`src/verilog/noc_params.sv`:
```
`default_nettype none

package noc_params;

    // ------------------------------------------------------------------
    // Address and field widths.
    // ------------------------------------------------------------------
    localparam int DEST_ADDR_SIZE_X = 4;
    localparam int DEST_ADDR_SIZE_Y = 4;
    localparam int VC_SIZE = 1;                         // Two channels.
    localparam int FLIT_DATA_SIZE = 16;
    localparam int HEAD_PAYLOAD_SIZE = FLIT_DATA_SIZE - DEST_ADDR_SIZE_X - DEST_ADDR_SIZE_Y;

    // ------------------------------------------------------------------
    // Flit kinds and output directions.
    // ------------------------------------------------------------------
    // HEADTAIL is a whole packet in one flit.
    typedef enum logic [1:0]
    {
        HEAD,
        BODY,
        TAIL,
        HEADTAIL
    } flit_type_t;

    typedef enum logic [2:0]
    {
        LOCAL,
        NORTH,
        SOUTH,
        EAST,
        WEST
    } port_t;

    // ------------------------------------------------------------------
    // Flit format.
    // ------------------------------------------------------------------
    typedef struct packed
    {
        logic [DEST_ADDR_SIZE_X-1:0]  x_dest;
        logic [DEST_ADDR_SIZE_Y-1:0]  y_dest;
        logic [HEAD_PAYLOAD_SIZE-1:0] head_pl;      // Spare bits.
    } head_data_t;

    // Head flits carry the destination, others plain data.
    typedef union packed
    {
        head_data_t                head_data;
        logic [FLIT_DATA_SIZE-1:0] bt_pl;
    } flit_data_t;

    typedef struct packed
    {
        flit_type_t         flit_label;
        logic [VC_SIZE-1:0] vc_id;
        flit_data_t         data;
    } flit_t;

endpackage

`default_nettype wire

```
`src/verilog/vc_if.sv`:
```
`timescale 1ns/1ps
`default_nettype none

// Link between one channel buffer and the switch arbiter.
interface vc_if;

    noc_params::flit_t flit;        // Front of the queue.
    logic              valid;       // Channel not empty.
    noc_params::port_t route;       // Direction of the current packet.
    logic              is_head;     // Front flit opens a packet.
    logic              read;        // Pop strobe.

    modport buffer
    (
        output flit,
        output valid,
        output route,
        output is_head,
        input  read
    );

    modport arbiter
    (
        input  flit,
        input  valid,
        input  route,
        input  is_head,
        output read
    );

endinterface

`default_nettype wire
```
`src/verilog/circular_buffer.sv`:
```
`timescale 1ns/1ps
`default_nettype none

module circular_buffer #(
    parameter int BUFFER_SIZE = 8
)(
    input  wire                      clk,
    input  wire                      rst,
    input  wire noc_params::flit_t   data_i,
    input  wire                      read_i,
    input  wire                      write_i,
    output noc_params::flit_t        data_o,
    output logic                     is_full_o,
    output logic                     is_empty_o
);

    localparam int PTR_W = (BUFFER_SIZE > 1) ? $clog2(BUFFER_SIZE) : 1;
    localparam logic [PTR_W-1:0] LAST_PTR = PTR_W'(BUFFER_SIZE - 1);

    noc_params::flit_t memory [BUFFER_SIZE];

    logic [PTR_W-1:0] read_ptr;
    logic [PTR_W-1:0] write_ptr;
    logic [PTR_W-1:0] read_ptr_next;
    logic [PTR_W-1:0] write_ptr_next;
    logic [PTR_W-1:0] read_ptr_inc;
    logic [PTR_W-1:0] write_ptr_inc;
    logic             is_full_next;
    logic             is_empty_next;
    logic             write_ok;

    // ------------------------------------------------------------------
    // Pointer wrap and next state.
    // ------------------------------------------------------------------
    assign read_ptr_inc  = (read_ptr == LAST_PTR) ? '0 : read_ptr + 1'b1;
    assign write_ptr_inc = (write_ptr == LAST_PTR) ? '0 : write_ptr + 1'b1;

    // A pop frees a slot for a write in the same cycle.
    assign write_ok = write_i & (~is_full_o | read_i);

    always_comb
    begin
        read_ptr_next  = read_ptr;
        write_ptr_next = write_ptr;
        is_full_next   = is_full_o;
        is_empty_next  = is_empty_o;
        if (read_i & ~write_i & ~is_empty_o)
        begin
            read_ptr_next = read_ptr_inc;
            is_full_next  = 1'b0;
            is_empty_next = (read_ptr_inc == write_ptr);
        end
        else if (~read_i & write_i & ~is_full_o)
        begin
            write_ptr_next = write_ptr_inc;
            is_full_next   = (write_ptr_inc == read_ptr);
            is_empty_next  = 1'b0;
        end
        else if (read_i & write_i & ~is_empty_o)
        begin
            // Occupancy unchanged, flags hold.
            read_ptr_next  = read_ptr_inc;
            write_ptr_next = write_ptr_inc;
        end
    end

    // ------------------------------------------------------------------
    // State registers.
    // ------------------------------------------------------------------
    always_ff @(posedge clk or posedge rst)
    begin
        if (rst)
        begin
            read_ptr   <= '0;
            write_ptr  <= '0;
            is_full_o  <= 1'b0;
            is_empty_o <= 1'b1;
        end
        else
        begin
            read_ptr   <= read_ptr_next;
            write_ptr  <= write_ptr_next;
            is_full_o  <= is_full_next;
            is_empty_o <= is_empty_next;
        end
    end

    always_ff @(posedge clk)
    begin
        if (write_ok)
            memory[write_ptr] <= data_i;
    end

    // Oldest entry is visible as soon as it is stored.
    assign data_o = memory[read_ptr];

endmodule

`default_nettype wire

```
`src/verilog/input_buffer.sv`:
```
`timescale 1ns/1ps
`default_nettype none

module input_buffer #(
    parameter int BUFFER_SIZE = 8,
    parameter int X_CURRENT   = 2,
    parameter int Y_CURRENT   = 2
)(
    input  wire                    clk,
    input  wire                    rst,
    input  wire noc_params::flit_t data_i,
    input  wire                    write_i,
    output logic                   is_full_o,
    vc_if.buffer                   vc
);

    localparam logic [noc_params::DEST_ADDR_SIZE_X-1:0] X_CUR =
        X_CURRENT[noc_params::DEST_ADDR_SIZE_X-1:0];
    localparam logic [noc_params::DEST_ADDR_SIZE_Y-1:0] Y_CUR =
        Y_CURRENT[noc_params::DEST_ADDR_SIZE_Y-1:0];

    noc_params::flit_t front_flit;
    logic              is_empty;
    logic              front_is_head;
    noc_params::port_t head_route;
    noc_params::port_t route_q;         // Route of the packet in flight.

    circular_buffer #(
        .BUFFER_SIZE (BUFFER_SIZE)
    ) i_circular_buffer (
        .clk        (clk),
        .rst        (rst),
        .data_i     (data_i),
        .read_i     (vc.read),
        .write_i    (write_i),
        .data_o     (front_flit),
        .is_full_o  (is_full_o),
        .is_empty_o (is_empty)
    );

    assign front_is_head = ~is_empty &
                           ((front_flit.flit_label == noc_params::HEAD) |
                            (front_flit.flit_label == noc_params::HEADTAIL));

    // ------------------------------------------------------------------
    // XY routing, X resolved first.
    // ------------------------------------------------------------------
    always_comb
    begin
        if (front_flit.data.head_data.x_dest > X_CUR)
            head_route = noc_params::EAST;
        else if (front_flit.data.head_data.x_dest < X_CUR)
            head_route = noc_params::WEST;
        else if (front_flit.data.head_data.y_dest > Y_CUR)
            head_route = noc_params::SOUTH;
        else if (front_flit.data.head_data.y_dest < Y_CUR)
            head_route = noc_params::NORTH;
        else
            head_route = noc_params::LOCAL;
    end

    // Body and tail flits follow the route of their head.
    always_ff @(posedge clk or posedge rst)
    begin
        if (rst)
            route_q <= noc_params::LOCAL;
        else if (vc.read & front_is_head)
            route_q <= head_route;
    end

    assign vc.flit    = front_flit;
    assign vc.valid   = ~is_empty;
    assign vc.is_head = front_is_head;
    assign vc.route   = front_is_head ? head_route : route_q;

endmodule

`default_nettype wire

```
`src/flat_wrapper.sv`:
```
// flat-port wrapper written by rule: the top's interface ports become plain ports
module input_buffer_flat 
#(
    parameter int BUFFER_SIZE = 8,
    parameter int X_CURRENT   = 2,
    parameter int Y_CURRENT   = 2
)
  (clk, rst, data_i, write_i, is_full_o, vc_flit, vc_valid, vc_route, vc_is_head, vc_read);
  vc_if vc_i ();
  input  wire clk;
  input  wire rst;
  input  wire noc_params::flit_t data_i;
  input  wire write_i;
  output logic is_full_o;
  output wire logic [$bits(vc_i.flit)-1:0] vc_flit;
  output wire logic [$bits(vc_i.valid)-1:0] vc_valid;
  output wire logic [$bits(vc_i.route)-1:0] vc_route;
  output wire logic [$bits(vc_i.is_head)-1:0] vc_is_head;
  input wire logic [$bits(vc_i.read)-1:0] vc_read;
  assign vc_flit = vc_i.flit;
  assign vc_valid = vc_i.valid;
  assign vc_route = vc_i.route;
  assign vc_is_head = vc_i.is_head;
  assign vc_i.read = vc_read;
  input_buffer #(.BUFFER_SIZE(BUFFER_SIZE), .X_CURRENT(X_CURRENT), .Y_CURRENT(Y_CURRENT)) u_core (.clk(clk), .rst(rst), .data_i(data_i), .write_i(write_i), .is_full_o(is_full_o), .vc(vc_i));
endmodule
```
`config.mk`:
```
export PLATFORM = sky130hd
export DESIGN_NAME = input_buffer_flat
export DESIGN_NICKNAME = d
export VERILOG_FILES = /design/src/verilog/noc_params.sv /design/src/verilog/vc_if.sv /design/src/verilog/circular_buffer.sv /design/src/verilog/input_buffer.sv /design/src/flat_wrapper.sv
export SDC_FILE = /design/constraint.sdc
export NUM_CORES = 1
export LEC_CHECK = 0
export ABC_AREA = 1
export BUFFER_PORTS_ARGS = -buffer_cell sky130_fd_sc_hd__buf_2
export CAP_MARGIN = 10
export CORE_ASPECT_RATIO = 1.4
export CORE_MARGIN = 2
export CORE_UTILIZATION = 60
export DETAILED_ROUTE_END_ITERATION = 6
export GPL_ROUTABILITY_DRIVEN = 0
export PLACE_DENSITY = 0.78
export SYNTH_ARGS = -nofsm -noshare
export SYNTH_HDL_FRONTEND = slang
export SYNTH_SLANG_ARGS = --single-unit
export TNS_END_PERCENT = 30
```
`constraint.sdc`:
```
create_clock -name clk -period 2.5 [get_ports clk]
set_clock_uncertainty 0.05 [all_clocks]
set_input_delay 0.25 -clock clk [delete_from_list [all_inputs] [get_ports clk]]
set_output_delay 0.25 -clock clk [all_outputs]
set_load 0.03 [all_outputs]
```
==> results.json, run 1 <==
{
  "die_h_um": 130.8,
  "first_pass_iters": 7,
  "syn2layout_area_growth_pct": 27.88,
  "maxCapViolations": 0,
  "synth_top_area_share_pct": 66.29,
  "yosys.cell_types.count": 26,
  "cp-end-kind": "primary output",
  "yosysMostFrequentCell": "edfxtp_1",
  "totalWireLength_um": 18530,
  "synth_simple_gate_area_share_pct": 16.32,
  "crit_type": "flop to primary output",
  "path_max_fanout": 7,
  "insertion_delay_ns": 0.42,
  "drtIter0Drc": 645,
  "final_cell_area_um2": 8805,
  "finalWorstSetupSlack_ns": -0.08978,
  "ant_nets": 0,
  "ios": 48,
  "worst_pin_slew_ns": 0.5046,
  "grt_pass1_wl_um": 26240,
  "die_x_um": 94.54,
  "powerDensity_nw_per_um2": 1446,
  "fin_nets": 751,
  "violations": "design-rule violations, negative setup slack",
  "viasPerCell": 5.967,
  "synth_xor_area_share_pct": 0.7632,
  "synth-async-reset-ratio_pct": 6.748,
  "worstSetupStartpointType": "flop",
  "synth-compound-area-share_pct": 5.888,
  "synth_top_family_by_area": "simple AND/OR/NAND/NOR gates",
  "synthMuxAreaShare_pct": 0,
  "ys_ff_latch": 163,
  "grt_pass1_vias": 5019,
  "die-area_um2": 12360,
  "io_buffer_count": 47,
  "drive_gt1_share_pct": 27.27,
  "clock_sinks": 163,
  "rsz0062_at_grt": "true",
  "grt_max_degree": 40,
  "htree_levels": 4,
  "yosysTopAreaCell": "edfxtp_1",
  "p_total_mw": 12.73,
  "cp.arrival_ns": 2.29,
  "hold_class": "input pin to flop",
  "ys_seq_area_share_pct": 70.31,
  "synthTopCellsByCount": "edfxtp_1, nand2_1, nor2_1, inv_1, o21ai_0",
  "hpwl_um": 8749,
  "coreArea_um2": 11280,
  "cts_buffers": 17,
  "clkTransAtPathRegs_ns": 0.07,
  "overflow": 0,
  "initial_core_util_pct": 61.04,
  "fill_cells": 620,
  "dpl-instance-area_um2": 7337,
  "synth-edff-count": 152,
  "status": "finished with violations",
  "yosysWarnings": 0,
  "yosys.area_share.adder_pct": 0.7269,
  "root_buffer": "clkbuf_16",
  "clockBufferDepth": 2,
  "fmax_ghz": 0.3861,
  "p_leak_nw": 3.582,
  "rows": 46,
  "maxSlewViolCount": 0,
  "wl_per_cell_um": 21.03,
  "syn_avg_cell_area_um2": 11.05,
  "hold_viol": 0,
  "setup_viol": 5,
  "critical_path_required_ns": 2.20,
  "syn_area_um2": 6885,
  "synth.area.top_cells": "edfxtp_1, nand2_1, nor2_1, dfrtp_1, inv_1",
  "num_vias": 5257,
  "fin_crit_ns": 2.590,
  "synthFlopType": "edfxtp_1",
  "fin_crit_sh_pct": 103.6,
  "whs_ns": 0.04502,
  "synthCells": 623,
  "antenna_found_initial": 0,
  "dp_slack_ns": 0.2474,
  "relSlewSlack_pct": 66.32,
  "syn-num-nets": 650,
  "grt_use_total_pct": 29.41,
  "peakVddDrop_v": 0.001009,
  "cts_tree": "built",
  "antenna_cells": 0,
  "drc": 1
}
==> worst max-delay path, cell delays in order (launching register included) <==
cell and delay (ns):
dfrtp_2 0.51, inv_8 0.15, buf_12 0.14, nand2_1 0.06, nand3_2 0.06, nand2_1 0.06
nand2_1 0.11, nand2_2 0.09, nand2_2 0.08, nand2_2 0.08, nor2_4 0.19, inv_2 0.06
nand2_1 0.07, nand2_2 0.06, buf_6 0.13
==> power by group <==
group	switching [mW]	internal, mW
combinational	3.94	2.51
clock	0.990	1.66
sequential	0.201	3.43
total	5.14	7.60
==> layer usage <==
layer,GRT usage [%],up-vias,wire (µm)
li1,-,2311,-
met1,34.53,2449,6124
met2,51.09,414,9838
met3,6.709,83,1725
met4,14.41,0,838
met5,0,-,0
==> what timing repair did <==
item                                    4_1_cts  5_1_grt
hold buffers                                  1        0
endpoints found under the setup margin        5       11
pin swaps                                    15       23
buffers inserted                             21       12
resized for setup                            43       53
gates cloned                                  7        3
hold endpoints to repair                     10        0
==> through the flow <==
stage	std cells	setup TNS, ns	util, %
5_1_grt	881	-0.8569	78.05
3_3_place_gp	805	0	65.04
4_1_cts	866	-0.1036	74.79
2_1_floorplan	623	0	-
6_report	881	-0.3266	78.05
3_5_place_dp	805	0	65.04
==> final timing paths <==
path | start | end | slack (ns) | cells after the start
max | u_core.i_circular_buffer.read_ptr[0] | vc_route[0] | -0.09 | 14
min | data_i[18] | u_core.i_circular_buffer.memory[7][18] | 0.05 | 1
max reg2reg | u_core.i_circular_buffer.read_ptr[0] | u_core.route_q[0] | -0.07 | 18
min reg2reg | u_core.route_q[1] | u_core.route_q[1] | 0.46 | 2
max in group asynchronous | rst | u_core.i_circular_buffer.read_ptr[1] | 1.68 | 3
min in group asynchronous | rst | u_core.i_circular_buffer.read_ptr[0] | 0.35 | 3
==> cell families (layout without fill, tap and decap cells) <==
logic type | count (synthesis) | in the layout
xor+xnor | 6 | 6
flops | 163 | 163
buf+inv | 94 | 208
fa+ha+maj | 4 | 4
compound gates | 76 | 76
simple gates | 280 | 280
==> state kept, by name, summed over array words and instances, names as in the netlist <==
name and count:
u_core.i_circular_buffer.read_ptr 3, u_core.i_circular_buffer.is_empty_o 1, u_core.route_q 3, u_core.i_circular_buffer.write_ptr 3, u_core.i_circular_buffer.is_full_o 1, u_core.i_circular_buffer.memory 152
==> cells in the final DEF, fill, tap and decap left out, types with 4 or more instances in the layout <==
cell,count
nand2_1,113
buf_4,41
dfrtp_1,8
buf_16,7
nor2_1,79
nand3_2,16
buf_6,9
o21ai_0,43
o22ai_1,9
nand3_1,28
nand2_2,20
o21ai_2,4
nor2_4,6
ha_1,4
buf_2,41
buf_12,8
bufinv_16,4
clkinv_1,4
a31oi_1,9
inv_1,63
nor2_2,11
o21ai_1,8
edfxtp_1,152
clkbuf_16,20
xnor2_1,4
==> final cells by class <==
cell class | instances | area [µm²] | share of cell area, %
Inverter | 66 | 255.2 | 2.899
Timing Repair Buffer | 110 | 1052 | 11.95
Sequential cell | 163 | 4843 | 55.01
Tap cell | 144 | 180.2 | 2.046
Clock buffer | 20 | 436.7 | 4.960
Clock inverter | 12 | 162.7 | 1.847
Multi-Input combinational cell | 366 | 1874 | 21.29
(Power assumes the default switching activity.)
==> run 2, diff against run 1 <==
--- a/config.mk
+++ b/config.mk
@@ -13,7 +13,7 @@
 export CORE_UTILIZATION = 60
 export DETAILED_ROUTE_END_ITERATION = 6
 export GPL_ROUTABILITY_DRIVEN = 0
-export PLACE_DENSITY = 0.78
+export PLACE_DENSITY = 0.79
 export SYNTH_ARGS = -nofsm -noshare
 export SYNTH_HDL_FRONTEND = slang
 export SYNTH_SLANG_ARGS = --single-unit
==> results.json, run 2 (synthesized netlist as in run 1, its figures left out) <==
{
  "relSlewSlack_pct": 68.01,
  "syn2layout_area_growth_pct": 24.77,
  "peakVddDrop_v": 0.0009086,
  "fin_tns_setup_ns": -0.5393,
  "cp-end-kind": "primary output",
  "dp_cells": 810,
  "status": "finished with violations",
  "rsz0062_at_grt": "true",
  "die-area_um2": 12360,
  "grt_pass1_wl_um": 23820,
  "max_flop_register": "u_core.i_circular_buffer.memory",
  "layout_commonest_cell": "edfxtp_1",
  "clock_sinks": 163,
  "fin_util_pct": 76.15,
  "maxCapViolations": 0,
  "wl_per_cell_um": 21.21,
  "crit_type": "flop to primary output",
  "grt_max_degree": 36,
  "r2r_slack_ns": 0.37,
  "fin_crit_sh_pct": 106.9,
  "violations": "negative setup slack",
  "setup_viol": 5,
  "die_x_um": 94.54,
  "critPathTopFamily": "simple AND/OR/NAND/NOR gates",
  "io_buffer_count": 47,
  "ios": 48,
  "htree_levels": 4,
  "insertion_delay_ns": 0.43,
  "path_max_fanout": 6,
  "path_buf_inv": 4,
  "crit_chain": "buf_12, buf_12, nand2_1, nand3_2, nand2_1, nand2_1, nand2_2, nand2_2, nand2_4, nor2_4, inv_2, nand2_1, nand2_1, buf_6",
  "overflow": 0,
  "drtIter0Drc": 569,
  "ant_nets": 0,
  "cts_buffers": 17,
  "viasPerCell": 5.937,
  "cpMostUsedCell": "nand2_1",
  "coreArea_um2": 11280,
  "startpoint": "u_core.i_circular_buffer.read_ptr[0]",
  "p_leak_nw": 3.477,
  "fill_cells": 686,
  "cp_slowest_stage_delay_ns": 0.52,
  "largest_register_ffs": 152,
  "worst_pin_slew_ns": 0.4793,
  "hpwl_um": 8713,
  "fin_nets": 741,
  "cp_slowest_cell": "dfrtp_2",
  "hold_class": "input pin to flop",
  "clockBufferDepth": 2,
  "initial_core_util_pct": 61.04,
  "grt_pass1_vias": 4703,
  "root_buffer": "clkbuf_16",
  "maxSlewViolCount": 0,
  "drc": 0,
  "r2r_start": "u_core.i_circular_buffer.read_ptr[0]",
  "hp-start": "data_i[4]",
  "critical_path_required_ns": 2.20,
  "final_cell_mix": "edfxtp_1, nand2_1, nor2_1",
  "layoutNonFillerInstCount": 871,
  "antenna_found_initial": 1,
  "fin_crit_ns": 2.674,
  "totalWireLength_um": 18470,
  "first_pass_iters": 6,
  "drive_gt1_share_pct": 25.34,
  "cp.arrival_ns": 2.37,
  "clkTransAtPathRegs_ns": 0.06,
  "cts_tree": "built",
  "rows": 46,
  "hold_viol": 0,
  "num_vias": 5171,
  "worstSetupStartpointType": "flop",
  "fmax_ghz": 0.3740,
  "finalWorstSetupSlack_ns": -0.1737,
  "powerDensity_nw_per_um2": 1421,
  "die_h_um": 130.8,
  "grt_use_total_pct": 26.88
}
==> run 2: per-stage QoR <==
step                      total power, mW  setup WS (ns)  hold WS (ns)  instance area (µm²)
after floorplan                     6.733         0.2763       0.05172                 6885
after global placement              7.848         0.4281        0.2092                 7350
after detailed placement            8.002         0.3476        0.2268                 7350
after CTS                           10.95       0.003882       0.02643                 8099
after global routing                12.69        -0.3077       0.04944                 8591
final                               12.21        -0.1737       0.03381                 8591
==> run 2: worst paths after layout <==
kind | depth (start not counted) | to
setup / recovery | 14 | vc_route[0]
hold / removal | 1 | u_core.i_circular_buffer.memory[0][4]
setup reg to reg | 9 | u_core.i_circular_buffer.is_empty_o
hold reg to reg | 2 | u_core.route_q[1]
max in group asynchronous | 3 | u_core.i_circular_buffer.read_ptr[0]
min in group asynchronous | 3 | u_core.i_circular_buffer.read_ptr[1]
==> run 2: worst register-to-register path: stages (launching register included) <==
cell and delay, ns:
dfrtp_2 0.50, buf_6 0.16, clkbuf_16 0.15, buf_4 0.15
ha_1 0.21, ha_1 0.23, nor2_1 0.19, xor2_1 0.17
nand4_1 0.11, o21ai_0 0.12
==> run 2: routing by layer <==
layer / vias to the layer above / global-route usage [%] / wire length, µm / part of all wire (%)
met5: - / 0 / 0 / 0
met4: 0 / 14.32 / 1011 / 5.5
met3: 90 / 5.562 / 1525 / 8.3
met2: 335 / 47.90 / 9764 / 53
met1: 2463 / 30.23 / 6173 / 33
li1: 2283 / - / - / -
==> run 2: report_power, final <==
part,switching (mW),internal (mW)
sequential,0.196,3.43
combinational,3.81,2.19
clock,1.02,1.55
==> run 2: timing repair <==
action                     4_1_cts  5_1_grt
setup endpoints to repair        7        9
cloned                           2        6
resized for setup               21       64
buffers inserted                 3       17
hold endpoints to repair        10        0
pin swaps                        3       22
hold buffers                     1        0
==> run 2: area by class of cell <==
type	count	area, µm²	share of cell area [%]
timing repair buffer	100	904.6	10.53
clock inverter	11	137.6	1.602
inverter	66	259.0	3.015
multi-input combinational	366	1828	21.28
antenna	1	2.502	0.02913
clock buffer	20	436.7	5.083
tap	144	180.2	2.097
sequential	163	4842	56.36
==> run 3, diff against run 2 <==
--- a/config.mk
+++ b/config.mk
@@ -13,6 +13,7 @@
 export CORE_UTILIZATION = 60
 export DETAILED_ROUTE_END_ITERATION = 6
 export GPL_ROUTABILITY_DRIVEN = 0
+export HOLD_SLACK_MARGIN = 0.05
 export PLACE_DENSITY = 0.79
 export SYNTH_ARGS = -nofsm -noshare
 export SYNTH_HDL_FRONTEND = slang
==> results.json, run 3 (synthesized netlist as in run 1, its figures left out) <==
{
  "drc": 0,
  "first_pass_iters": 6,
  "fmax_ghz": 0.3834,
  "maxSlewViolCount": 0,
  "cp.arrival_ns": 2.31,
  "antenna_cells": 0,
  "wl_per_cell_um": 19.30,
  "largest_register_ffs": 152,
  "fill_cells": 710,
  "die_x_um": 94.54,
  "totalWireLength_um": 16890,
  "fin_crit_ns": 2.608,
  "clock_sinks": 163,
  "fin_crit_sh_pct": 104.3,
  "initial_core_util_pct": 61.04,
  "insertion_delay_ns": 0.43,
  "die_h_um": 130.8,
  "rows": 46,
  "overflow": 0,
  "maxCapViolations": 0,
  "p_leak_nw": 3.435,
  "io_buffer_count": 47,
  "powerDensity_nw_per_um2": 1360,
  "cts_tree": "built",
  "rsz0062_at_grt": "true",
  "cp-end-kind": "primary output",
  "num_vias": 5045,
  "max_flop_register": "u_core.i_circular_buffer.memory",
  "worst_pin_slew_ns": 0.4625,
  "cts_buffers": 17,
  "hold_viol": 0,
  "regArea_um2": 4842,
  "grt_use_total_pct": 27.46,
  "coreArea_um2": 11280,
  "grt_pass1_vias": 4801,
  "critical_path_required_ns": 2.20,
  "grt_max_degree": 36,
  "viasPerCell": 5.766,
  "ant_nets": 0,
  "fin_nets": 746,
  "drive_gt1_share_pct": 20.79,
  "worstSetupStartpointType": "flop",
  "die-area_um2": 12360,
  "path_max_fanout": 11,
  "relSlewSlack_pct": 69.13,
  "clockBufferDepth": 2,
  "status": "finished with violations",
  "syn2layout_area_growth_pct": 23.53,
  "multi_input_area_um2": 1760,
  "ios": 48,
  "final_cell_mix": "edfxtp_1, nand2_1, nor2_1",
  "peakVddDrop_v": 0.0008479,
  "crit_type": "flop to primary output",
  "dpl-instance-area_um2": 7350,
  "hold_class": "input pin to flop",
  "fin_util_pct": 75.40,
  "whs_ns": 0.06829,
  "finalWorstSetupSlack_ns": -0.1084,
  "clkTransAtPathRegs_ns": 0.06,
  "setup_viol": 3,
  "root_buffer": "clkbuf_16",
  "grt_pass1_wl_um": 24230,
  "htree_levels": 4,
  "layout_commonest_cell": "edfxtp_1",
  "hpwl_um": 8713,
  "violations": "negative setup slack",
  "final_cell_area_um2": 8506,
  "p_total_mw": 11.57,
  "antenna_found_initial": 0,
  "drtIter0Drc": 622
}
-- run 3: cell count changes in the layout (fill, tap and decap cells not counted), sizes merged --
cell,delta
dlygate4sd3,+17
clkinv,+1
buf,-9
inv,-1
diode,-1
clkbuf,-3
-- run 3: layer usage --
| metal | share of wire [%] | wire length, µm | up-vias | global-route usage, % |
|---|---|---|---|---|
| li1 | - | - | 2295 | - |
| met1 | 35 | 5917 | 2437 | 30.88 |
| met2 | 54 | 9146 | 268 | 48.74 |
| met3 | 7.4 | 1249 | 45 | 6.021 |
| met4 | 3.4 | 575 | 0 | 14.58 |
| met5 | 0 | 0 | - | 0 |
-- run 3: where the power goes --
group | switching (mW) | internal (mW)
clock network | 0.990 | 1.55
registers | 0.174 | 3.43
logic | 3.54 | 1.89
-- run 3: final cells by class --
class / instances / share of cell area [%]
flip-flops and latches: 163 / 56.93
multi-input cells: 366 / 20.70
repair buffers: 105 / 10.49
clock buffers: 20 / 5.134
inverters: 66 / 3.016
well taps: 144 / 2.118
clock inverters: 11 / 1.618
-- run 3: worst paths after layout --
check,start,slack [ns],depth (start not counted),endpoint
max,u_core.i_circular_buffer.read_ptr[1],-0.11,13,vc_route[0]
min,data_i[13],0.07,1,u_core.i_circular_buffer.memory[5][13]
max reg2reg,u_core.i_circular_buffer.read_ptr[0],0.52,14,u_core.route_q[1]
min reg2reg,u_core.route_q[1],0.46,2,u_core.route_q[1]
max in group asynchronous,rst,1.71,3,u_core.i_circular_buffer.is_empty_o
min in group asynchronous,rst,0.34,3,u_core.i_circular_buffer.read_ptr[1]
-- run 3: stage by stage --
stage / cells / setup slack, ns / setup TNS, ns
after floorplan: 623 / 0.2763 / 0
after CTS: 864 / 0.003882 / 0
after global routing: 875 / -0.2326 / -0.6432
after detailed placement: 810 / 0.3476 / 0
final: 875 / -0.1084 / -0.2438
after global placement: 810 / 0.4281 / 0
-- run 3: repair_timing --
action / 4_1_cts / 5_1_grt
pin swaps: 3 / 12
resized for setup: 21 / 30
endpoints found under the setup margin: 7 / 9
cloned: 2 / 3
hold endpoints to repair: 139 / 0
buffers inserted: 3 / 8
hold buffers: 18 / 0
-- run 3: critical path: stages, from the launching register on --
cell     delay (ns)
dfrtp_1        0.43
inv_2          0.12
buf_4          0.20
nand3_1        0.15
nand2_1        0.09
nand2_1        0.07
nand2_1        0.07
nand2_1        0.08
nand2_2        0.09
nor2_4         0.18
inv_1          0.08
nand2_1        0.08
nand2_1        0.09
buf_6          0.15
